===== src/logic/inst_track_pkg.sv =====
// instruction tracker package
// widths, types and shift register depths shared by the GPR and CTR trackers

package inst_track_pkg;

  // --------------------------------------
  // sizes
  // --------------------------------------

  // number of general-purpose registers
  localparam int NUM_GPR = 32;

  // result shift register depths, also the max latency per class
  localparam int GPR_NUM_STAGES = 6;
  localparam int CTR_NUM_STAGES = 3;

  // source operands tested per instruction (ra, rb, rt)
  localparam int GPR_NUM_READ_PORTS = 3;

  // --------------------------------------
  // types
  // --------------------------------------

  // gpr index
  typedef logic [$clog2(NUM_GPR)-1:0] gpr_idx_t;
  // functional unit producing the result
  typedef logic [2:0] fu_set_t;
  // cycles from issue to write-back
  typedef logic [2:0] latency_t;

endpackage


===== src/logic/inst_track.sv =====
// issue-stage dependency tracker for an in-order core
// GPR and CTR trackers combined into one ready and one pipe-empty flag

module inst_track (
  input  logic                                         clk,
  input  logic                                         rst_i,
  // instruction at issue
  input  logic                                         issue_i,
  input  inst_track_pkg::latency_t                     latency_i,
  input  inst_track_pkg::fu_set_t                      fu_i,
  input  logic                                         disable_wb_i,
  // gpr operands, read enables are bit 0 ra, bit 1 rb, bit 2 rt
  input  logic                                         gpr_write_i,
  input  inst_track_pkg::gpr_idx_t                     gpr_dest_i,
  input  logic [inst_track_pkg::GPR_NUM_READ_PORTS-1:0] gpr_read_i,
  input  inst_track_pkg::gpr_idx_t                     gpr_ra_i,
  input  inst_track_pkg::gpr_idx_t                     gpr_rb_i,
  input  inst_track_pkg::gpr_idx_t                     gpr_rt_i,
  // ctr operands
  input  logic                                         ctr_write_i,
  input  logic                                         ctr_read_i,
  // issue handshake and global status
  output logic                                         ready_o,
  output logic                                         pipe_empty_o,
  // gpr write-back
  output logic                                         gpr_wb_we_o,
  output inst_track_pkg::gpr_idx_t                     gpr_wb_dest_o,
  output inst_track_pkg::fu_set_t                      gpr_wb_src_o,
  // ctr write-back
  output logic                                         ctr_wb_we_o,
  output inst_track_pkg::fu_set_t                      ctr_wb_src_o
);

  import inst_track_pkg::*;

  gpr_idx_t gpr_read_addr [GPR_NUM_READ_PORTS];
  logic     gpr_ready;
  logic     gpr_empty;
  // ctr is a single register, address always 0
  logic [0:0] ctr_read_addr [1];
  logic       ctr_ready;
  logic       ctr_empty;

  // --------------------------------------
  // gpr tracker
  // --------------------------------------

  assign gpr_read_addr[0] = gpr_ra_i;
  assign gpr_read_addr[1] = gpr_rb_i;
  assign gpr_read_addr[2] = gpr_rt_i;

  reg_track #(
    .DEST_W        ($bits(gpr_idx_t)),
    .NUM_STAGES    (GPR_NUM_STAGES),
    .NUM_READ_PORTS(GPR_NUM_READ_PORTS)
  ) u_gpr_track (
    .clk         (clk),
    .rst_i       (rst_i),
    .issue_i     (issue_i),
    .write_i     (gpr_write_i),
    .dest_i      (gpr_dest_i),
    .read_i      (gpr_read_i),
    .read_addr_i (gpr_read_addr),
    .latency_i   (latency_i),
    .fu_i        (fu_i),
    .disable_wb_i(disable_wb_i),
    .ready_o     (gpr_ready),
    .empty_o     (gpr_empty),
    .wb_we_o     (gpr_wb_we_o),
    .wb_dest_o   (gpr_wb_dest_o),
    .wb_src_o    (gpr_wb_src_o)
  );

  // --------------------------------------
  // ctr tracker
  // --------------------------------------

  assign ctr_read_addr[0] = 1'b0;

  // destination is fixed, so only the write-back enable and source leave
  reg_track #(
    .DEST_W        (1),
    .NUM_STAGES    (CTR_NUM_STAGES),
    .NUM_READ_PORTS(1)
  ) u_ctr_track (
    .clk         (clk),
    .rst_i       (rst_i),
    .issue_i     (issue_i),
    .write_i     (ctr_write_i),
    .dest_i      (1'b0),
    .read_i      (ctr_read_i),
    .read_addr_i (ctr_read_addr),
    .latency_i   (latency_i),
    .fu_i        (fu_i),
    .disable_wb_i(disable_wb_i),
    .ready_o     (ctr_ready),
    .empty_o     (ctr_empty),
    .wb_we_o     (ctr_wb_we_o),
    .wb_dest_o   (),
    .wb_src_o    (ctr_wb_src_o)
  );

  // issue only when every register class is free of hazards
  assign ready_o      = gpr_ready & ctr_ready;
  assign pipe_empty_o = gpr_empty & ctr_empty;

endmodule


===== src/logic/lookup_cache.sv =====
// pending-write lookup cache
// one bit per destination register, set on issue and cleared at write-back

module lookup_cache #(
  parameter int SIZE           = 32,
  parameter int NUM_TEST_PORTS = 3
) (
  input  logic                      clk,
  input  logic                      rst_i,
  // set port, from an accepted write
  input  logic                      set_i,
  input  logic [$clog2(SIZE)-1:0]   set_addr_i,
  // clear port, from the shift register output stage
  input  logic                      clear_i,
  input  logic [$clog2(SIZE)-1:0]   clear_addr_i,
  // read operand tests
  input  logic [$clog2(SIZE)-1:0]   test_addr_i [NUM_TEST_PORTS],
  output logic [NUM_TEST_PORTS-1:0] found_o,
  // destination test on the set address
  output logic                      waw_found_o,
  output logic                      empty_o
);

  logic [SIZE-1:0] pending_q;
  logic [SIZE-1:0] pending_d;

  // --------------------------------------
  // pending vector update
  // --------------------------------------

  // clear first, so a set to the same address wins
  always_comb begin
    pending_d = pending_q;
    if (clear_i) begin
      pending_d[clear_addr_i] = 1'b0;
    end
    if (set_i) begin
      pending_d[set_addr_i] = 1'b1;
    end
  end

  always_ff @(posedge clk) begin
    if (rst_i) begin
      pending_q <= '0;
    end else begin
      pending_q <= pending_d;
    end
  end

  // --------------------------------------
  // combinational lookups
  // --------------------------------------

  // one lookup per read port, state before this cycle's update
  always_comb begin
    for (int p = 0; p < NUM_TEST_PORTS; p++) begin
      found_o[p] = pending_q[test_addr_i[p]];
    end
  end

  assign waw_found_o = pending_q[set_addr_i];

  // nothing pending at all
  assign empty_o = ~(|pending_q);

endmodule


===== src/logic/reg_track.sv =====
// dependency tracker for one register class
// combines the result shift register and the lookup cache into ready,
// empty and the scheduled write-back

module reg_track #(
  parameter int DEST_W         = 5,
  parameter int NUM_STAGES     = 6,
  parameter int NUM_READ_PORTS = 3
) (
  input  logic                     clk,
  input  logic                     rst_i,
  input  logic                     issue_i,
  // destination of the instruction at issue
  input  logic                     write_i,
  input  logic [DEST_W-1:0]        dest_i,
  // source operands
  input  logic [NUM_READ_PORTS-1:0] read_i,
  input  logic [DEST_W-1:0]        read_addr_i [NUM_READ_PORTS],
  input  inst_track_pkg::latency_t latency_i,
  input  inst_track_pkg::fu_set_t  fu_i,
  input  logic                     disable_wb_i,
  output logic                     ready_o,
  output logic                     empty_o,
  // write-back channel
  output logic                     wb_we_o,
  output logic [DEST_W-1:0]        wb_dest_o,
  output inst_track_pkg::fu_set_t  wb_src_o
);

  import inst_track_pkg::*;

  logic                      accept;
  logic                      occupied;
  logic                      out_valid;
  logic [DEST_W-1:0]         out_dest;
  fu_set_t                   out_src;
  logic                      shr_empty;
  logic [NUM_READ_PORTS-1:0] raw_found;
  logic                      waw_found;
  logic                      lc_empty;

  // frontend issues only while ready
  assign accept = issue_i & write_i;

  result_shiftreg #(
    .DEST_W    (DEST_W),
    .NUM_STAGES(NUM_STAGES)
  ) u_shiftreg (
    .clk        (clk),
    .rst_i      (rst_i),
    .insert_i   (accept),
    .dest_i     (dest_i),
    .src_i      (fu_i),
    .latency_i  (latency_i),
    .occupied_o (occupied),
    .out_valid_o(out_valid),
    .out_dest_o (out_dest),
    .out_src_o  (out_src),
    .empty_o    (shr_empty)
  );

  // pending bit clears as the entry leaves stage 0
  lookup_cache #(
    .SIZE          (2 ** DEST_W),
    .NUM_TEST_PORTS(NUM_READ_PORTS)
  ) u_cache (
    .clk         (clk),
    .rst_i       (rst_i),
    .set_i       (accept),
    .set_addr_i  (dest_i),
    .clear_i     (out_valid),
    .clear_addr_i(out_dest),
    .test_addr_i (read_addr_i),
    .found_o     (raw_found),
    .waw_found_o (waw_found),
    .empty_o     (lc_empty)
  );

  // stall on slot collision, WAW, or RAW on an enabled port
  assign ready_o = ~((write_i & (occupied | waw_found)) | (|(raw_found & read_i)));

  assign empty_o = shr_empty & lc_empty;

  // disable masks the enable only, tracking still clears
  assign wb_we_o   = out_valid & ~disable_wb_i;
  assign wb_dest_o = out_dest;
  assign wb_src_o  = out_src;

endmodule


===== src/logic/result_shiftreg.sv =====
// result shift register
// holds each in-flight write at the stage given by its latency and
// emits it from stage 0 to schedule the write-back

module result_shiftreg #(
  parameter int DEST_W     = 5,
  parameter int NUM_STAGES = 6
) (
  input  logic                     clk,
  input  logic                     rst_i,
  // new entry, inserted at stage latency-1
  input  logic                     insert_i,
  input  logic [DEST_W-1:0]        dest_i,
  input  inst_track_pkg::fu_set_t  src_i,
  input  inst_track_pkg::latency_t latency_i,
  // target stage already taken after the shift
  output logic                     occupied_o,
  // stage 0 output, drives the write-back
  output logic                     out_valid_o,
  output logic [DEST_W-1:0]        out_dest_o,
  output inst_track_pkg::fu_set_t  out_src_o,
  output logic                     empty_o
);

  import inst_track_pkg::*;

  logic [NUM_STAGES-1:0] valid_q;
  logic [NUM_STAGES-1:0] valid_d;
  // one-hot insertion stage for this cycle
  logic [NUM_STAGES-1:0] ins_stage;
  // payload per stage
  logic [DEST_W-1:0]     dest_q [NUM_STAGES];
  fu_set_t               src_q  [NUM_STAGES];

  // --------------------------------------
  // insertion and occupancy
  // --------------------------------------

  // latency L lands in stage L-1 on the issue edge
  always_comb begin
    ins_stage = '0;
    for (int s = 0; s < NUM_STAGES; s++) begin
      if (insert_i && (latency_i == latency_t'(s + 1))) begin
        ins_stage[s] = 1'b1;
      end
    end
  end

  // after the shift, stage L-1 holds what is in stage L now
  // latency NUM_STAGES targets the top stage, which is always free
  always_comb begin
    occupied_o = 1'b0;
    for (int s = 1; s < NUM_STAGES; s++) begin
      if (latency_i == latency_t'(s)) begin
        occupied_o = valid_q[s];
      end
    end
  end

  // --------------------------------------
  // shift toward stage 0
  // --------------------------------------

  // top stage fills with zero, new entry ORed in
  assign valid_d = (valid_q >> 1) | ins_stage;

  always_ff @(posedge clk) begin
    if (rst_i) begin
      valid_q <= '0;
    end else begin
      valid_q <= valid_d;
    end
  end

  // payload follows the valid bits
  for (genvar s = 0; s < NUM_STAGES; s++) begin : gen_stage
    if (s == NUM_STAGES - 1) begin : gen_top
      // top stage only ever loads new entries
      always_ff @(posedge clk) begin
        if (ins_stage[s]) begin
          dest_q[s] <= dest_i;
          src_q[s]  <= src_i;
        end
      end
    end else begin : gen_mid
      always_ff @(posedge clk) begin
        if (ins_stage[s]) begin
          dest_q[s] <= dest_i;
          src_q[s]  <= src_i;
        end else begin
          dest_q[s] <= dest_q[s+1];
          src_q[s]  <= src_q[s+1];
        end
      end
    end
  end

  // --------------------------------------
  // outputs
  // --------------------------------------

  assign out_valid_o = valid_q[0];
  assign out_dest_o  = dest_q[0];
  assign out_src_o   = src_q[0];

  assign empty_o = ~(|valid_q);

endmodule


===== config.mk =====
export PLATFORM = sky130hd
export DESIGN_NAME = inst_track
export DESIGN_NICKNAME = d
export VERILOG_FILES = /design/src/logic/inst_track_pkg.sv /design/src/logic/inst_track.sv /design/src/logic/lookup_cache.sv /design/src/logic/reg_track.sv /design/src/logic/result_shiftreg.sv
export SDC_FILE = /design/constraint.sdc
export NUM_CORES = 1
export LEC_CHECK = 0
export ABC_AREA = 1
export BUFFER_PORTS_ARGS = -buffer_cell sky130_fd_sc_hd__buf_4
export CORE_MARGIN = 5
export CORE_UTILIZATION = 51
export DETAILED_ROUTE_END_ITERATION = 12
export PLACE_DENSITY = 0.71
export SYNTH_ARGS = -nofsm -noshare
export SYNTH_HDL_FRONTEND = slang
export SYNTH_SLANG_ARGS = --single-unit

===== constraint.sdc =====
create_clock -name clk -period 2.9 [get_ports clk]
set_clock_uncertainty 0.05 [all_clocks]
set_input_delay 0.145 -clock clk [delete_from_list [all_inputs] [get_ports clk]]
set_output_delay 0.145 -clock clk [all_outputs]
set_load 0.03 [all_outputs]

# --- After elaboration in Yosys (flattened, before gate mapping) ---
# Memory sizes are Yosys's and may differ from the RTL's.
# Cells that the tools add are included.
# W data, S select, Z words.
totals:
  input_bits: 36
  reg_bits: 43
  ramBits: 60
  elab_cells: 159
  out_inout_bits: 15
  n_memories: 4
op_classes:
  reduce_logical: 18
  mux: 73
  bitwise: 44
  order_cmp: 9
  eq_ne: 6
memory_table:
  columns: ["memory", "depth", "word_bits", "rd", "rd_ports_with_merged_regs", "wr", "line", "rtl"]
  rows:
  - ["u_gpr_track.u_shiftreg.dest_q", 6, 5, 6, 0, 6, "result_shiftreg.sv:32", "logic [DEST_W-1:0] dest_q [NUM_STAGES];"]
  - ["u_gpr_track.u_shiftreg.src_q", 6, 3, 6, 0, 6, "result_shiftreg.sv:33", "fu_set_t src_q [NUM_STAGES];"]
  - ["u_ctr_track.u_shiftreg.src_q", 3, 3, 3, 0, 3, "result_shiftreg.sv:33", null]
  - ["u_ctr_track.u_shiftreg.dest_q", 3, 1, 3, 0, 3, "result_shiftreg.sv:32", null]
ops:
  columns: ["operator", "count"]
  rows:
  - ["$mux W32", 2]
  - ["$mux W1", 51]
  - ["$and A32 B32 Y32", 1]
  - ["$not A32 Y32", 1]
  - ["$or A32 B32 Y32", 1]
  - ["$reduce_or A32 Y1", 1]
  - ["$lt A5 B6 Y1 const B", 5]
  - ["$mux W5", 5]
  - ["$mux W3", 7]
  - ["$bmux W1 S5", 4]
  - ["$or A1 B1 Y1", 18]
  - ["$logic_and A1 B1 Y1", 12]
  - ["$and A1 B1 Y1", 11]
  - ["$demux W1 S5", 2]
  - ["$ge A5 B1 Y1 const B", 2]
  - ["$eq A3 B3 Y1 const B", 3]
  - ["$not A1 Y1", 7]
  - ["$eq A3 B2 Y1 const B", 2]
  - ["$or A5 B6 Y6", 1]
  - ["$reduce_or A3 Y1", 2]
  - ["$reduce_or A6 Y1", 1]
  - ["$and A3 B3 Y3", 1]
  - ["$eq A3 B1 Y1 const B", 1]
  - ["$or A2 B3 Y3", 1]
  - ["8 further kinds", 8]

# --- Logic depth before layout (Yosys ltp) ---
depth:
  ltp_word: 11
  mapped_depth: 13
  depth_no_buf: 12

# --- Hierarchy ---
# Synthesis repeated with hierarchy kept, for this count alone.
hier_totals:
  hier_cells: 780
  area_unflattened_um2: 5370.2
modules_own_cells:
  columns: ["mod", "cells_each", "area_each_um2", "n_inst"]
  rows:
  - ["lookup_cache (u_gpr_track.u_cache)", 472, 2608.8, 1]
  - ["result_shiftreg (u_gpr_track.u_shiftreg)", 197, 1950.6, 1]
  - ["result_shiftreg (u_ctr_track.u_shiftreg)", 62, 580.6, 1]
  - ["lookup_cache (u_ctr_track.u_cache)", 18, 112.6, 1]
  - ["reg_track (u_gpr_track)", 14, 53.8, 1]
  - ["reg_track (u_ctr_track)", 12, 45.0, 1]
  - ["inst_track", 5, 18.8, 1]

# --- Worst setup path after synthesis ---
# No wires, ideal clock.
synth_path:
  kind: "register to output"
  from: "register u_gpr_track.u_shiftreg.valid_q[0]"
  to: "output port pipe_empty_o"
  t_arrival_ps: 1687
  t_required_ps: 2705
  slack_ps: 1018
  path_buffers: 0
  stages_incl_launch_ff: 4
  path_cell_list: "dfxtp_1 -> nor4_1 -> nand3_1 -> nor4_1"
synth_between:
  elab_chain_len: 4
synth_lines:
  columns: ["item", "line", "rtl"]
  rows:
  - ["from (decl)", "result_shiftreg.sv:27", "logic [NUM_STAGES-1:0] valid_q;"]
  - ["from (signal assigned)", "result_shiftreg.sv:71", "valid_q <= valid_d;"]
  - ["$reduce_or A6 Y1", "result_shiftreg.sv:106", "assign empty_o = ~(|valid_q);"]
  - ["$not A1 Y1", "result_shiftreg.sv:106", null]
  - ["$and A1 B1 Y1", "reg_track.sv:82", "assign empty_o = shr_empty & lc_empty;"]
  - ["$and A1 B1 Y1", "inst_track.sv:105", "assign pipe_empty_o = gpr_empty & ctr_empty;"]
  - ["to (decl)", "inst_track.sv:24", "output logic pipe_empty_o,"]
# No other way between the ends.

# --- Final worst setup path ---
layout_path:
  from: "input port gpr_dest_i[4]"
  to: "output port ready_o"
layout_between:
  elab_chain_len: 7
layout_lines:
  columns: ["item", "line", "rtl"]
  rows:
  - ["from (decl)", "inst_track.sv:14", "input inst_track_pkg::gpr_idx_t gpr_dest_i,"]
  - ["$bmux W1 S5", "lookup_cache.sv:61", "assign waw_found_o = pending_q[set_addr_i];"]
  - ["$mux W1 (implied by the code)", "lookup_cache.sv:61", null]
  - ["$or A1 B1 Y1", "reg_track.sv:80", "assign ready_o = ~((write_i & (occupied | waw_found)) | (|(raw_found & read_i)));"]
  - ["$and A1 B1 Y1", "reg_track.sv:80", null]
  - ["$or A1 B1 Y1", "reg_track.sv:80", null]
  - ["$not A1 Y1", "reg_track.sv:80", null]
  - ["$and A1 B1 Y1", "inst_track.sv:104", "assign ready_o = gpr_ready & ctr_ready;"]
  - ["to (decl)", "inst_track.sv:23", "output logic ready_o,"]
# No other way between the ends. The select of a mux whose other input is x is not followed.

==> reports/results.ini <==
[clocking]
h-tree-depth = 3
clk_pin_slew_ps = 100
cts_tree = yes
clock-root-buffer = clkbuf_8
clk_latency_ps = 370
post_cts_buffers = 0
clockBufferDepth = 2
cts_buffers = 9
cts_hold_buf = 7
cts.sinks = 99
post_cts_resized = 0

[yosys]
synth_area_sq_um = 4980
synth_edf_count = 11
synth-adder-area-share_pct = 0
synth_seq_cells = 99
synth_top_cell_area_share_pct = 35.4
synth_top_family_by_area = simple AND/OR/NAND/NOR gates
synth_xor_area_share_pct = 0
yosysWarnings = 0
syn-instance-count = 724
netlist_top_cells_count = 248 x nand2_1, 91 x nand3_1, 88 x dfxtp_1
syn_nets = 760
synthMuxAreaShare_pct = 0
synth_area_leaders = dfxtp_1 35%, nand2_1 19%, nand3_1 9.1%, edfxtp_1 6.6%, a21oi_1 5.5%
synth_compound_area_share_pct = 15.6
ys_types = 21
post-synth-top-area-cell = dfxtp_1
async_flop_share_pct = 0
yosys.area_share.simple_pct = 34.0
avgSynthCellArea_sq_um = 6.88
yosysMostFrequentCell = nand2_1
seq_area_frac_synth_pct = 42.0
synth_ff_type = dfxtp_1

[critical_path]
endpoint_kind = output pin
cpMostUsedCell = nand2_1
critPathBufInv = 3
arrival_ps = 2070
worstSetupEndpoint = ready_o
crit_family = simple AND/OR/NAND/NOR gates
ff2ff_setup_slack_ps = 1520
slowest_delay_ps = 540
timing.rr.end = u_gpr_track.u_cache.pending_q[11]
crit_path_cell_trace = dlygate4sd3_1 > buf_4 > nor3_1 > nand2_1 > nand2_1 > nor2_1 > nand3_1 > nand2_1 > nand3_1 > nor2_1 > buf_4
r2r_start = u_gpr_track.u_shiftreg.valid_q[0]
critPathKind = input pin to output pin
worstPathRequired_ps = 2710
ff2ff_path_depth = 3
worst-path-max-fanout = 6
cp-start-kind = input pin
cpMaxStageDelayCell = dlygate4sd3_1
cp.depth = 11
crit_start = gpr_dest_i[4]

[timing]
hold_viol_final = 0
tns_ps = 0
rsz0062_at_grt = no
tightestPinTransition_ps = 827
max_freq_ghz = 0.442
setup_viol = 0
relSlewSlack_pct = 44.7
timing.final.ws_setup_ps = 636
final-max-slew-violation-count = 0
fin_crit_ps = 2260
period_share_pct = 78.1

[die]
start_util_pct = 51.7
rows = 36
die_h_um = 109
io_pins = 51
die_w_um = 109
dieArea_sq_um = 11800
core-area_sq_um = 9640

[placement]
io_buffers = 50
post-place-ws_ps = 1090
gp_congestion = 0.961
dp_hpwl_mm = 10.3

[power]
switching_power_w = 0.000746
p_clk_share_pct = 31.4
switching_share_pct = 28.5
p_int_w = 0.00187
powerDensity_nw_per_um2 = 473
seqPwrFrac_pct = 55.4
combPwrFrac_pct = 13.3
ir_worst_vdd_v = 0.000356
p_leak_nw = 2.30
total_power_w = 0.00262

[run]
drv_cap = 0

[cells_and_area]
drive_above_1_share_pct = 12.1
fin_nets = 792
diodes = 0
syn2layout_area_growth_pct = 11.3

[global_routing]
grt_max_degree = 43
track_usage_pct = 25.6
grt_pass1_vias = 4508
antenna_found_initial = 0
overflow = 0
grt_pass1_wl_mm = 23.4

[routing]
wl_per_cell_um = 16.5
antenna_left = 0
drt_iter0_drc = 478
avgViaCountPerCell = 5.58
num_vias = 4991
drc = 0
totalWireLength_mm = 14.7
dr.pass1.iters = 5

[run_status]
status = complete, no violations

[worst_hold_path]
holdCritPathClass = input pin to flip-flop

[per-layer routing]
layer	vias up	GRT usage (%)	share of wire [%]
met4	0	10.4	3.8
met5	-	0	0
met1	2251	35.9	44
li1	2474	-	-
met2	226	39.2	43
met3	40	4.44	9.3
[through the flow]
step                area [sq um]  instances  hold slack [ps]  utilization [%]
finish                      5540        894             36.5             57.5
global route                5540        894             46.7             57.5
CTS                         5540        894             25.3             57.5
detailed placement          5300        871              306             54.9
global placement            5300        871              303             54.9
floorplan                   4980        724              194                -
[worst min path at each step]
stage	from	end	slack, ps	cells after the start
final	latency_i[2]	u_gpr_track.u_shiftreg.valid_q[5]	40	3
after detailed placement	fu_i[1]	u_gpr_track.u_shiftreg.src_q[2][4]	310	1
after CTS	latency_i[2]	u_gpr_track.u_shiftreg.valid_q[5]	30	3
after global placement	fu_i[1]	u_gpr_track.u_shiftreg.src_q[2][4]	300	1
after global routing	latency_i[2]	u_gpr_track.u_shiftreg.valid_q[5]	50	3
after floorplan	fu_i[0]	u_ctr_track.u_shiftreg.src_q[0][6]	190	0
[registers in the layout, indices dropped and copies added, names as in the netlist]
| register | cells |
|---|---|
| u_ctr_track.u_shiftreg.valid_q | 3 |
| u_gpr_track.u_shiftreg.src_q | 18 |
| u_gpr_track.u_shiftreg.dest_q | 30 |
| u_ctr_track.u_shiftreg.src_q | 9 |
| u_ctr_track.u_cache.pending_q | 1 |
| u_gpr_track.u_cache.pending_q | 32 |
| u_gpr_track.u_shiftreg.valid_q | 6 |
[cell type report]
| class | instances | area, sq um |
|---|---|---|
| clock buffers | 11 | 131 |
| multi-input cells | 538 | 2470 |
| repair buffers | 57 | 445 |
| inverters | 51 | 191 |
| clock inverters | 5 | 46.3 |
| fillers | 967 | 4100 |
| flip-flops and latches | 99 | 2090 |
| well taps | 133 | 166 |
[layout by cell type (no fill, tap or decap), drive strengths merged]
cell type	synthesis	final
a21oi	55	55
buf	31	50
clkbuf	5	11
clkinv	0	3
dfxtp	88	88
dlygate4sd3	0	7
edfxtp	11	11
inv	51	53
nand2	249	249
nand3	91	91
nand3b	2	2
nand4	4	4
nor2	12	12
nor3	15	15
nor4	10	10
o21ai	100	100
[power by group through the flow]
stage | Sequential (W) | Clock (W) | Combinational (W)
floorplan | 0.00147 | 0 | 0.000237
global placement | 0.00148 | 0 | 0.000332
detailed placement | 0.00148 | 0 | 0.000337
CTS | 0.00145 | 0.000835 | 0.000345
global route | 0.00145 | 0.000886 | 0.000384
finish | 0.00145 | 0.000821 | 0.000347
[worst register-to-register path: cells and delay by family (launching register included)]
family,cells,cell delay [ps]
AOI/OAI and AO/OA,2,380
DFF,1,450
and+or+nand+nor,1,360
[logic make-up after synthesis]
logic type | Yosys count
AND/OR/NAND/NOR | 383
buffers and inverters | 87
flip-flops | 99
AO/OA/AOI/OAI | 155
Note: power is estimated with default switching activity, not from simulation.
